==> config.mk <==
export PLATFORM = sky130hd
export DESIGN_NAME = spi_master_top
export DESIGN_NICKNAME = d
export VERILOG_FILES = /design/src/hdl/spi_char_pkg.sv /design/src/hdl/spi_sck_gen.sv /design/src/hdl/spi_char_trx.sv /design/src/hdl/spi_bus_arbiter.sv /design/src/hdl/spi_client_slot.sv /design/src/hdl/spi_master_top.sv
export SDC_FILE = /design/constraint.sdc
export NUM_CORES = 1
export LEC_CHECK = 0
export BUFFER_PORTS_ARGS = -buffer_cell sky130_fd_sc_hd__buf_2
export CAP_MARGIN = 10
export CORE_MARGIN = 1
export CORE_UTILIZATION = 50
export CTS_CLUSTER_DIAMETER = 30
export DETAILED_ROUTE_END_ITERATION = 8
export MAX_ROUTING_LAYER = met4
export PLACE_DENSITY = 0.78
export SETUP_SLACK_MARGIN = 0.05
export SLEW_MARGIN = 30
export SYNTH_ARGS = -nofsm -noshare
export SYNTH_HDL_FRONTEND = slang
export SYNTH_SLANG_ARGS = --single-unit
==> constraint.sdc <==
create_clock -name S_CHAR_GO -period 3.5 [get_ports S_CHAR_GO]
set_clock_uncertainty 0.15 [all_clocks]
set_input_delay 0.525 -clock S_CHAR_GO [delete_from_list [all_inputs] [get_ports S_CHAR_GO]]
set_output_delay 0.525 -clock S_CHAR_GO [all_outputs]
set_load 0.03 [all_outputs]
==> src/hdl/spi_char_pkg.sv <==
`default_nettype none

package spi_char_pkg;

    localparam int CHAR_NBITS = 16; // widest character
    localparam int LEN_W      = 4;  // char_len code width
    localparam int DIV_W      = 8;  // sck divider width
    localparam int NUM_SLOTS  = 2;  // client slots behind the arbiter

    // encoded as {cpol, cpha}
    typedef enum logic [1:0] {
        MODE0 = 2'b00,
        MODE1 = 2'b01,
        MODE2 = 2'b10,
        MODE3 = 2'b11
    } spi_mode_e;

    typedef enum logic [1:0] {
        IDLE,  // cs_n high, waiting for start
        LEAD,  // cs_n low, before the first sck edge
        SHIFT, // sck edges running
        TRAIL  // release cs_n, then report
    } trx_state_e;

    typedef struct packed {
        logic             cpol;     // sck idle level
        logic             cpha;     // 1: shift on first edge
        logic             rev;      // 1: msb first
        logic             tx_only;  // leave rchar untouched
        logic             loop;     // receive own mosi
        logic [LEN_W-1:0] char_len; // 0: 16 bits, n: n+1 bits
        logic [DIV_W-1:0] divider;  // half period is divider+1 clocks
    } spi_cfg_t;

    typedef struct packed {
        spi_cfg_t              cfg;
        logic [CHAR_NBITS-1:0] wchar;
    } spi_req_t;

    typedef struct packed {
        logic [CHAR_NBITS-1:0] rchar;
        logic                  done; // one-cycle pulse
    } spi_rsp_t;

endpackage

`default_nettype wire

==> src/hdl/spi_sck_gen.sv <==
`default_nettype none

// lead and trail are high in the cycle before the matching sck toggle,
// so logic using them changes state at the same clock edge as sck
module spi_sck_gen import spi_char_pkg::*; (
    input  logic             S_CHAR_GO,
    input  logic             S_RESETN,
    input  logic             run,     // character on the wire
    input  logic             cpol,    // sck level at rest
    input  logic [DIV_W-1:0] divider,
    output logic             sck,
    output logic             lead,    // first edge of the period is due
    output logic             trail    // second edge of the period is due
);

    logic [DIV_W-1:0] cnt;   // clocks left in this half period
    logic             phase; // 0: next toggle is a lead edge
    logic             tick;

    assign tick  = run && (cnt == '0);
    assign lead  = tick && !phase;
    assign trail = tick && phase;

    always_ff @(posedge S_CHAR_GO or negedge S_RESETN) begin
        if (!S_RESETN) begin
            cnt   <= '0;
            phase <= 1'b0;
            sck   <= 1'b0;
        end else if (!run) begin
            cnt   <= divider;     // reload for the next character
            phase <= 1'b0;
            sck   <= cpol;
        end else if (tick) begin
            cnt   <= divider;
            phase <= !phase;
            sck   <= !sck;
        end else begin
            cnt <= cnt - 1'b1;
        end
    end

endmodule

`default_nettype wire

==> src/hdl/spi_char_trx.sv <==
`default_nettype none

module spi_char_trx import spi_char_pkg::*; (
    input  logic             S_CHAR_GO,
    input  logic             S_RESETN,
    input  logic             start,    // one-cycle strobe from the arbiter
    input  spi_req_t         req,
    output logic             idle,
    output spi_rsp_t         rsp,
    output logic             cs_n,
    output logic             mosi,
    input  logic             miso,
    output logic             gen_run,
    output logic             gen_cpol,
    output logic [DIV_W-1:0] gen_div,
    input  logic             lead,
    input  logic             trail
);

    trx_state_e            state;
    spi_cfg_t              cfg_q;     // settings of the character in flight
    logic [CHAR_NBITS-1:0] wchar_q;
    logic [CHAR_NBITS-1:0] rx_q;
    logic [LEN_W-1:0]      idx;       // bit currently on the wire
    logic [LEN_W-1:0]      first_idx;
    logic [LEN_W-1:0]      last_idx;
    logic [LEN_W-1:0]      next_idx;
    spi_mode_e             mode;
    logic                  sample_on_lead;
    logic                  din;

    // highest bit index for a length code
    function automatic logic [LEN_W-1:0] top_bit(input logic [LEN_W-1:0] len);
        return (len == '0) ? LEN_W'(CHAR_NBITS - 1) : len;
    endfunction

    assign idle    = (state == IDLE);
    assign gen_run = (state == LEAD) || (state == SHIFT);

    // new polarity and divider must reach the generator before cs_n falls
    assign gen_cpol = start ? req.cfg.cpol : cfg_q.cpol;
    assign gen_div  = start ? req.cfg.divider : cfg_q.divider;

    assign mode = spi_mode_e'({cfg_q.cpol, cfg_q.cpha});

    always_comb begin
        case (mode)
            MODE0, MODE2: sample_on_lead = 1'b1; // cpha 0
            default:      sample_on_lead = 1'b0; // cpha 1 samples on trail
        endcase
    end

    assign first_idx = req.cfg.rev ? top_bit(req.cfg.char_len) : '0;
    assign last_idx  = cfg_q.rev ? '0 : top_bit(cfg_q.char_len);
    assign next_idx  = cfg_q.rev ? idx - 1'b1 : idx + 1'b1;
    assign din       = cfg_q.loop ? mosi : miso;

    // shift data
    always_ff @(posedge S_CHAR_GO) begin
        if (idle && start) begin
            wchar_q <= req.wchar;
            rx_q    <= '0;        // bits above the length stay zero
        end else if ((lead && sample_on_lead) || (trail && !sample_on_lead)) begin
            rx_q[idx] <= din;
        end
    end

    always_ff @(posedge S_CHAR_GO or negedge S_RESETN) begin
        if (!S_RESETN) begin
            state <= IDLE;
            cfg_q <= '0;          // sck rests low until the first character
            idx   <= '0;
            cs_n  <= 1'b1;
            mosi  <= 1'b1;
            rsp   <= '0;
        end else begin
            rsp.done <= 1'b0;
            case (state)
                IDLE: begin
                    if (start) begin
                        cfg_q <= req.cfg;
                        idx   <= first_idx;
                        cs_n  <= 1'b0;
                        if (!req.cfg.cpha) begin
                            mosi <= req.wchar[first_idx]; // valid before first edge
                        end
                        state <= LEAD;
                    end
                end
                LEAD, SHIFT: begin
                    if (lead) begin
                        state <= SHIFT;
                        if (!sample_on_lead) begin
                            mosi <= wchar_q[idx];
                        end
                    end
                    if (trail) begin
                        if (idx == last_idx) begin
                            state <= TRAIL;   // that was the last edge
                        end else begin
                            idx <= next_idx;
                            if (sample_on_lead) begin
                                mosi <= wchar_q[next_idx];
                            end
                        end
                    end
                end
                TRAIL: begin
                    if (!cs_n) begin
                        cs_n <= 1'b1;
                        mosi <= 1'b1;
                        if (!cfg_q.tx_only) begin
                            rsp.rchar <= rx_q;
                        end
                    end else begin
                        rsp.done <= 1'b1; // one clock after cs_n rises
                        state    <= IDLE;
                    end
                end
                default: state <= IDLE;
            endcase
        end
    end

endmodule

`default_nettype wire

==> src/hdl/spi_bus_arbiter.sv <==
`default_nettype none

module spi_bus_arbiter import spi_char_pkg::*; (
    input  logic                 S_CHAR_GO,
    input  logic                 S_RESETN,
    input  logic [NUM_SLOTS-1:0] pending,
    input  spi_req_t             held [NUM_SLOTS],
    input  logic                 idle,
    output logic [NUM_SLOTS-1:0] grant,
    output logic                 start,
    output spi_req_t             sel_req,
    input  spi_rsp_t             rsp,
    output spi_rsp_t             slot_rsp [NUM_SLOTS]
);

    logic prio;      // winner of the next tie
    logic owner;     // slot holding the transceiver
    logic pick;
    logic tie;
    logic can_grant;

    assign tie = pending[0] && pending[1];
    // start is still in flight while the transceiver reports idle
    assign can_grant = idle && !start && (pending != '0);
    assign pick      = tie ? prio : pending[1];

    always_ff @(posedge S_CHAR_GO or negedge S_RESETN) begin
        if (!S_RESETN) begin
            prio  <= 1'b0;        // slot 0 takes the first tie
            owner <= 1'b0;
            grant <= '0;
            start <= 1'b0;
        end else begin
            grant <= '0;
            start <= can_grant;
            if (can_grant) begin
                grant[pick] <= 1'b1;
                owner       <= pick;
                if (tie) begin
                    prio <= !prio;
                end
            end
        end
    end

    // held stays stable from grant until the response
    assign sel_req = held[owner];

    always_comb begin
        for (int i = 0; i < NUM_SLOTS; i++) begin
            slot_rsp[i].rchar = rsp.rchar;
            slot_rsp[i].done  = rsp.done && (owner == 1'(i));
        end
    end

endmodule

`default_nettype wire

==> src/hdl/spi_client_slot.sv <==
`default_nettype none

module spi_client_slot import spi_char_pkg::*; (
    input  logic                  S_CHAR_GO,
    input  logic                  S_RESETN,
    input  logic                  req,       // one-cycle strobe
    input  spi_req_t              req_data,
    output logic                  busy,
    output logic                  pending,   // waiting for a grant
    output spi_req_t              held,
    input  logic                  grant,
    input  spi_rsp_t              rsp,
    output logic [CHAR_NBITS-1:0] rchar,
    output logic                  done
);

    logic accept;

    assign accept = req && !busy; // strobe while busy is dropped

    always_ff @(posedge S_CHAR_GO) begin
        if (accept) begin
            held <= req_data;
        end
    end

    always_ff @(posedge S_CHAR_GO or negedge S_RESETN) begin
        if (!S_RESETN) begin
            busy    <= 1'b0;
            pending <= 1'b0;
            done    <= 1'b0;
            rchar   <= '0;
        end else begin
            done <= 1'b0;
            if (accept) begin
                busy    <= 1'b1;
                pending <= 1'b1;
            end
            if (grant) begin
                pending <= 1'b0;
            end
            if (rsp.done) begin
                done <= 1'b1;
                if (!held.cfg.tx_only) begin
                    rchar <= rsp.rchar;  // tx_only keeps the last value
                end
            end
            if (done) begin
                busy <= 1'b0;            // free one cycle after done
            end
        end
    end

endmodule

`default_nettype wire

==> src/hdl/spi_master_top.sv <==
`default_nettype none

module spi_master_top import spi_char_pkg::*; (
    input  logic                  S_CHAR_GO,
    input  logic                  S_RESETN,
    input  logic [NUM_SLOTS-1:0]  req,
    input  spi_req_t              req_data [NUM_SLOTS],
    output logic [NUM_SLOTS-1:0]  busy,
    output logic [CHAR_NBITS-1:0] rchar [NUM_SLOTS],
    output logic [NUM_SLOTS-1:0]  done,
    output logic                  sck,
    output logic                  mosi,
    input  logic                  miso,
    output logic                  cs_n
);

    logic [NUM_SLOTS-1:0] pending;
    logic [NUM_SLOTS-1:0] grant;
    spi_req_t             held [NUM_SLOTS];
    spi_rsp_t             slot_rsp [NUM_SLOTS];
    logic                 start;
    logic                 idle;
    spi_req_t             sel_req;
    spi_rsp_t             rsp;
    logic                 gen_run;
    logic                 gen_cpol;
    logic [DIV_W-1:0]     gen_div;
    logic                 lead;
    logic                 trail;

    for (genvar i = 0; i < NUM_SLOTS; i++) begin : g_slot
        spi_client_slot u_slot (
            .S_CHAR_GO (S_CHAR_GO),
            .S_RESETN  (S_RESETN),
            .req       (req[i]),
            .req_data  (req_data[i]),
            .busy      (busy[i]),
            .pending   (pending[i]),
            .held      (held[i]),
            .grant     (grant[i]),
            .rsp       (slot_rsp[i]),
            .rchar     (rchar[i]),
            .done      (done[i])
        );
    end

    spi_bus_arbiter u_arb (
        .S_CHAR_GO (S_CHAR_GO),
        .S_RESETN  (S_RESETN),
        .pending   (pending),
        .held      (held),
        .idle      (idle),
        .grant     (grant),
        .start     (start),
        .sel_req   (sel_req),
        .rsp       (rsp),
        .slot_rsp  (slot_rsp)
    );

    spi_char_trx u_trx (
        .S_CHAR_GO (S_CHAR_GO),
        .S_RESETN  (S_RESETN),
        .start     (start),
        .req       (sel_req),
        .idle      (idle),
        .rsp       (rsp),
        .cs_n      (cs_n),
        .mosi      (mosi),
        .miso      (miso),
        .gen_run   (gen_run),
        .gen_cpol  (gen_cpol),
        .gen_div   (gen_div),
        .lead      (lead),
        .trail     (trail)
    );

    spi_sck_gen u_sck (
        .S_CHAR_GO (S_CHAR_GO),
        .S_RESETN  (S_RESETN),
        .run       (gen_run),
        .cpol      (gen_cpol),
        .divider   (gen_div),
        .sck       (sck),
        .lead      (lead),
        .trail     (trail)
    );

endmodule

`default_nettype wire

Word-level counts from Yosys, hierarchy flattened. Cells that the tools add are included.

Output and inout bits: 39. Word-level logic and storage cells: 183. Flip-flop bits (word level): 193. Input bits: 71.

Bitwise gates (word level): 6. Magnitude comparators: 7. Equality and inequality tests: 12. Reductions and logical operators: 47. Multiplexer cells: 62. Add/subtract/negate cells: 3.

Operators with widths (count): 33-bit 2-to-1 mux (3); 1-bit 2-to-1 mux (32); 4-bit 2-to-1 mux (8); 8-bit 2-to-1 mux (3); 16-bit bitwise mux (1); 1-bit logical AND (15); 4-bit by 5-bit < comparator with 1-bit output (second input constant) (3); 2-bit nonzero test (7); 1-bit binary-select mux with 4-bit select (3); 2-bit 2-to-1 mux (6); 2-bit AND reduction (6); 2-bit != test (second input constant) (5); 4-bit logical NOT (2); 8-bit logical NOT (1); 4-bit one-hot mux with 2 select lines (1); 8-bit by 1-bit subtractor with 8-bit output (second input constant) (1); 1-bit logical NOT (7); 2-bit equality test (second input constant) (3); 2-bit one-hot mux with 3 select lines (1); 3-bit AND reduction (2); 1-bit inverter (5); 4-bit by 1-bit adder with 4-bit output (second input constant) (1); 1-bit demux with 4-bit select (1); 4-bit equality test (1); other kinds (15) (19).

Longest topological paths before layout.
Depth after elaboration: 12. Depth in mapped cells: 9. Gate-level depth less buffers: 8.

Modules after synthesis. Synthesis repeated with hierarchy kept, for this count alone.

Cells, all modules: 679. Area, all modules: 8912.3 µm².

Modules (own cells, without submodules): spi_char_trx (cells each 385, area each 3890.0 µm², seq. area each 1854.3 µm², instances 1); spi_client_slot (cells each 75, area each 1752.9 µm², seq. area each 1466.4 µm², instances 2); spi_bus_arbiter (cells each 86, area each 980.9 µm², seq. area each 125.1 µm², instances 1); spi_sck_gen (cells each 58, area each 535.5 µm², seq. area each 250.2 µm², instances 1).

Worst setup path after synthesis. OpenSTA, ideal clock, no wires.

Path kind: input port to flip-flop. Start: in req[0]. End: reg g_slot[0].u_slot.held[0] (netlist name). Arrival time: 2.047 ns. Library setup time: 0.429 ns. Buffers on the path: 0. Setup slack: 0.875 ns. Cell stages on the path: 1. Path through: nor2b_1.

Longest elaborated chain between the ends: 1.

RTL lines: from (decl) (RTL line spi_master_top.sv:6) `input logic [NUM_SLOTS-1:0] req,`; 1-bit logical AND (RTL line spi_client_slot.sv:19) `assign accept = req && !busy;`.

Every way passes these cells. A chain may end at the register's enable or synchronous reset.

Worst setup path after layout.
Start: reg u_trx.state[1]. End: reg u_trx.rx_q[8].

Longest elaborated chain between the ends: 6. Elaborated cells between the ends (all ways): 11. Classes of those cells: 2 x eq/ne; 9 x reduce/logical.

RTL lines: from (decl) (RTL line spi_char_trx.sv:20) `trx_state_e state;`; from (signal assigned) (RTL line spi_char_trx.sv:70) `state <= IDLE;`; from (signal assigned) (RTL line spi_char_trx.sv:87) `state <= LEAD;`; from (signal assigned) (RTL line spi_char_trx.sv:92) `state <= SHIFT;`; 2-bit by 1-bit equality test with 1-bit output or 2-bit equality test (tied branches) (RTL line spi_char_trx.sv:38) `assign gen_run = (state == LEAD) || (state == SHIFT);`; 1-bit logical OR (RTL line spi_char_trx.sv:38); 1-bit logical AND (RTL line spi_sck_gen.sv:20) `assign tick = run && (cnt == '0);`; 1-bit logical AND (on tied branches) (RTL line spi_sck_gen.sv:21, spi_sck_gen.sv:22); 1-bit logical AND (RTL line spi_char_trx.sv:63) `end else if ((lead && sample_on_lead) || (trail && !sample_on_lead)) begin`; 1-bit logical OR (RTL line spi_char_trx.sv:63); to (signal, indexed assignment) (RTL line spi_char_trx.sv:64) `rx_q[idx] <= din;`; to (decl) (RTL line spi_char_trx.sv:23) `logic [CHAR_NBITS-1:0] rx_q;`.

Parallel ways exist; a longest one is shown, timed or not.

==> results.py <==
metrics = {
    "status": {
        "outcome": "finished with violations",
        "violations": "negative hold slack",
    },
    "global_routing": {
        "grt_busiest_layer": "met2",
        "grt_use_met3": 0.0413,
        "grt_max_degree": 75,
        "grt_pass1_vias": 5481,
        "use_met1": 0.252,
        "grtUsageMet2": 0.321,
        "grt-ovfl-total": 0,
        "grt_pass1_wl_um": 26900,
        "antenna_found_initial": 0,
        "grtUsageTotal": 0.203,
    },
    "sta": {
        "hold_slack_ns": -0.0555,
        "setup_viol": 0,
        "final_hold_viol_count": 52,
        "fmax_mhz": 354,
        "grt_setup_unrepaired": "false",
        "tightest_slew_ns": 0.816,
        "finalCritPeriodShare": 0.808,
        "fin_tns_setup_ns": 0,
        "relSlewSlack": 0.456,
        "drv_slew": 0,
        "min_period_ns": 2.83,
    },
    "finish": {
        "multi_input_area_um2": 3030,
        "area_delta_synth_final_pct": 16.0,
        "drive_gt1_frac": 0.322,
        "seq_area_um2": 5160,
        "antenna_cells": 0,
        "nFillCells": 1323,
        "finish.net_count": 819,
    },
    "floorplan": {
        "start_util": 0.510,
        "die_w_um": 132,
        "dieArea_um2": 17300,
        "core_um2": 16500,
        "io-pin-count": 110,
        "rows": 47,
        "chipHeight_um": 132,
    },
    "power": {
        "p_comb_frac": 0.301,
        "seqPwrFrac": 0.442,
        "power_density_nw_per_um2": 725,
        "switchingPower_mw": 2.42,
        "total_power_mw": 7.06,
        "irDropWorstVdd_v": 0.000425,
        "power_frac_clock": 0.257,
        "sw_frac_of_total": 0.342,
        "leakagePower_nw": 4.10,
        "p_int_mw": 4.64,
    },
    "cts": {
        "clock_latency_ns": 0.44,
        "path_clk_slew_ns": 0.07,
        "cts_buffers": 17,
        "cts_tree": "yes",
        "clk_path_buf_depth": 2,
        "cts_setup_buffers": 0,
        "htreeDepth": 4,
        "cts_resized": 0,
        "postCtsHoldBufs": 0,
        "cts_sinks": 193,
        "root_buffer": "clkbuf_16",
    },
    "synthesis": {
        "synth_cells": 637,
        "synthesis.nets": 715,
        "syn_area_um2": 8400,
        "synth_ff_type": "dfrtp_1",
        "ys_ff_latch": 193,
        "avgSynthCellArea_um2": 13.2,
        "ys_seq_area_frac": 0.615,
        "async_flop_share": 0.492,
        "synth_edf_count": 82,
        "ys_warn_count": 0,
        "yosysTopAreaCell": "edfxtp_1",
        "synth_top_cells_by_area": "edfxtp_1 (29%), dfrtp_1 (28%), mux2_2 (8.6%)",
        "synth_top_area_frac": 0.293,
        "synth.distinct_cells": 71,
    },
    "detailed_routing": {
        "drt_drc_violations_left": 0,
        "avgViaCountPerCell": 5.49,
        "num_vias": 5345,
        "firstDrtPassIters": 4,
        "drtIter0Drc": 297,
        "wl_um": 16000,
        "postRouteAntennaNets": 0,
        "wl_per_cell_um": 16.4,
    },
    "critical_path": {
        "critPathMaxFanout": 17,
        "end_kind": "flip-flop",
        "arrival_ns": 2.97,
        "critPathLaunchType": "flip-flop",
        "crit_type": "reg2reg",
        "cp.required_ns": 3.65,
        "r2r_slack_ns": 0.67,
        "ff2ff_path_depth": 8,
    },
    "placed_design": {
        "gp_congestion": 0.850,
        "port_buffers": 109,
        "dp_hpwl_um": 11300,
    },
    "run": {
        "maxCapViolCount": 0,
    },
    "hold_path": {
        "hold_class": "in2async",
    },
}
==> worst max-delay path, stage by stage, from the launching register on <==
cell and delay (ns):
dfrtp_1 0.40, inv_1 0.06, ha_1 0.59, clkinv_1 0.35, nor4_4 0.49, nand3_2 0.22, nor3_2 0.18, mux2i_1 0.20
nor2_1 0.05
==> synthesized netlist by cell type (11+ instances only) <==
cell	n
a21oi_1	18
clkbuf_1	16
dfrtp_1	93
dfxtp_1	16
edfxtp_1	82
inv_1	11
mux2_2	64
mux2i_1	31
nand2_1	57
nand2b_1	11
nor2_1	39
o211ai_1	12
o21ai_0	34
o21ai_1	14
==> worst paths after layout <==
path | from | endpoint
max in group asynchronous | S_RESETN | g_slot[1].u_slot.rchar[5]$_DFFE_PN0P_
min | S_RESETN | g_slot[1].u_slot.rchar[2]$_DFFE_PN0P_
max | u_trx.state[1]$_DFFE_PN0P_ | u_trx.rx_q[8]$_SDFFE_PP0P_
min reg2reg | u_arb.grant[0]$_DFF_PN0_ | g_slot[0].u_slot.pending$_DFFE_PN0P_
min in group S_CHAR_GO | req_data[19] | g_slot[1].u_slot.held[19]$_DFFE_PP_
max reg2reg | u_trx.state[1]$_DFFE_PN0P_ | u_trx.rx_q[8]$_SDFFE_PP0P_
==> flip-flops by register name (all words and copies together) (netlist names) <==
name	cells
u_trx.cs_n	1
u_trx.state	2
g_slot.u_slot.rchar	32
u_arb.start	1
g_slot.u_slot.busy	2
u_sck.sck	1
u_arb.grant	2
g_slot.u_slot.held	66
u_sck.phase	1
u_arb.prio	1
u_trx.wchar_q	16
u_sck.cnt	8
u_trx.cfg_q	17
g_slot.u_slot.done	2
u_trx.mosi	1
u_trx.rsp	17
u_arb.owner	1
g_slot.u_slot.pending	2
u_trx.rx_q	16
u_trx.idx	4
==> per-layer routing <==
metal / wire length [um] / vias up
met5: 0 / -
met4: 399 / 0
met3: 783 / 31
met2: 7850 / 152
met1: 6930 / 2621
li1: - / 2541
==> placed cells by master (no fill, tap or decap), types with 3 or more instances in the layout <==
| cell type | instances |
|---|---|
| nor3_1 | 10 |
| xor2_1 | 7 |
| mux4_2 | 8 |
| nand3_2 | 3 |
| ha_1 | 6 |
| o21ai_1 | 14 |
| xnor2_1 | 7 |
| inv_6 | 5 |
| o211ai_1 | 12 |
| clkbuf_16 | 17 |
| mux2_1 | 7 |
| dfrtp_1 | 92 |
| o221ai_1 | 3 |
| clkinv_4 | 3 |
| dfxtp_1 | 16 |
| nand2b_1 | 11 |
| a21oi_1 | 18 |
| nand2_1 | 57 |
| nand3_1 | 6 |
| buf_2 | 108 |
| buf_4 | 9 |
| o21ai_0 | 34 |
| nor3_2 | 4 |
| mux2_2 | 64 |
| nor2b_1 | 6 |
| nor2_1 | 39 |
| mux2i_1 | 31 |
| edfxtp_1 | 82 |
| inv_1 | 11 |
==> metrics by stage <==
step	setup WS, ns	utilization	area, um^2	std cells
2_1_floorplan	0.875	-	8400	637
3_3_place_gp	0.769	0.554	9130	940
3_5_place_dp	0.668	0.554	9130	940
4_1_cts	0.661	0.588	9680	972
5_1_grt	0.408	0.591	9740	974
6_report	0.672	0.591	9740	974
==> cells by family (layout without fill, tap and decap cells) <==
family | Yosys count | after routing | share of synthesized area
simple gates | 163 | 163 | 0.101
buf+inv | 47 | 164 | 0.0259
flops | 193 | 193 | 0.615
mux | 110 | 110 | 0.154
fa+ha+maj | 7 | 7 | 0.0113
compound gates | 102 | 102 | 0.0756
xor+xnor | 15 | 15 | 0.0173
==> cell type report <==
cell class / count / share of cell area
clock buffers: 20 / 0.0459
clock inverters: 12 / 0.0104
inverters: 12 / 0.00463
multi-input cells: 397 / 0.311
flip-flops and latches: 193 / 0.530
well taps: 220 / 0.0283
repair buffers: 120 / 0.0693
==> power by group through the flow <==
stage               combinational [mW]  clock [mW]  sequential (mW)
floorplan                         1.78           0             2.97
finish                            2.12        1.81             3.12
detailed placement                2.12           0             3.17
global placement                  2.05           0             3.15
CTS                               2.13        1.84             3.12
global route                      2.35        1.94             3.18
(Power assumes the default switching activity.)
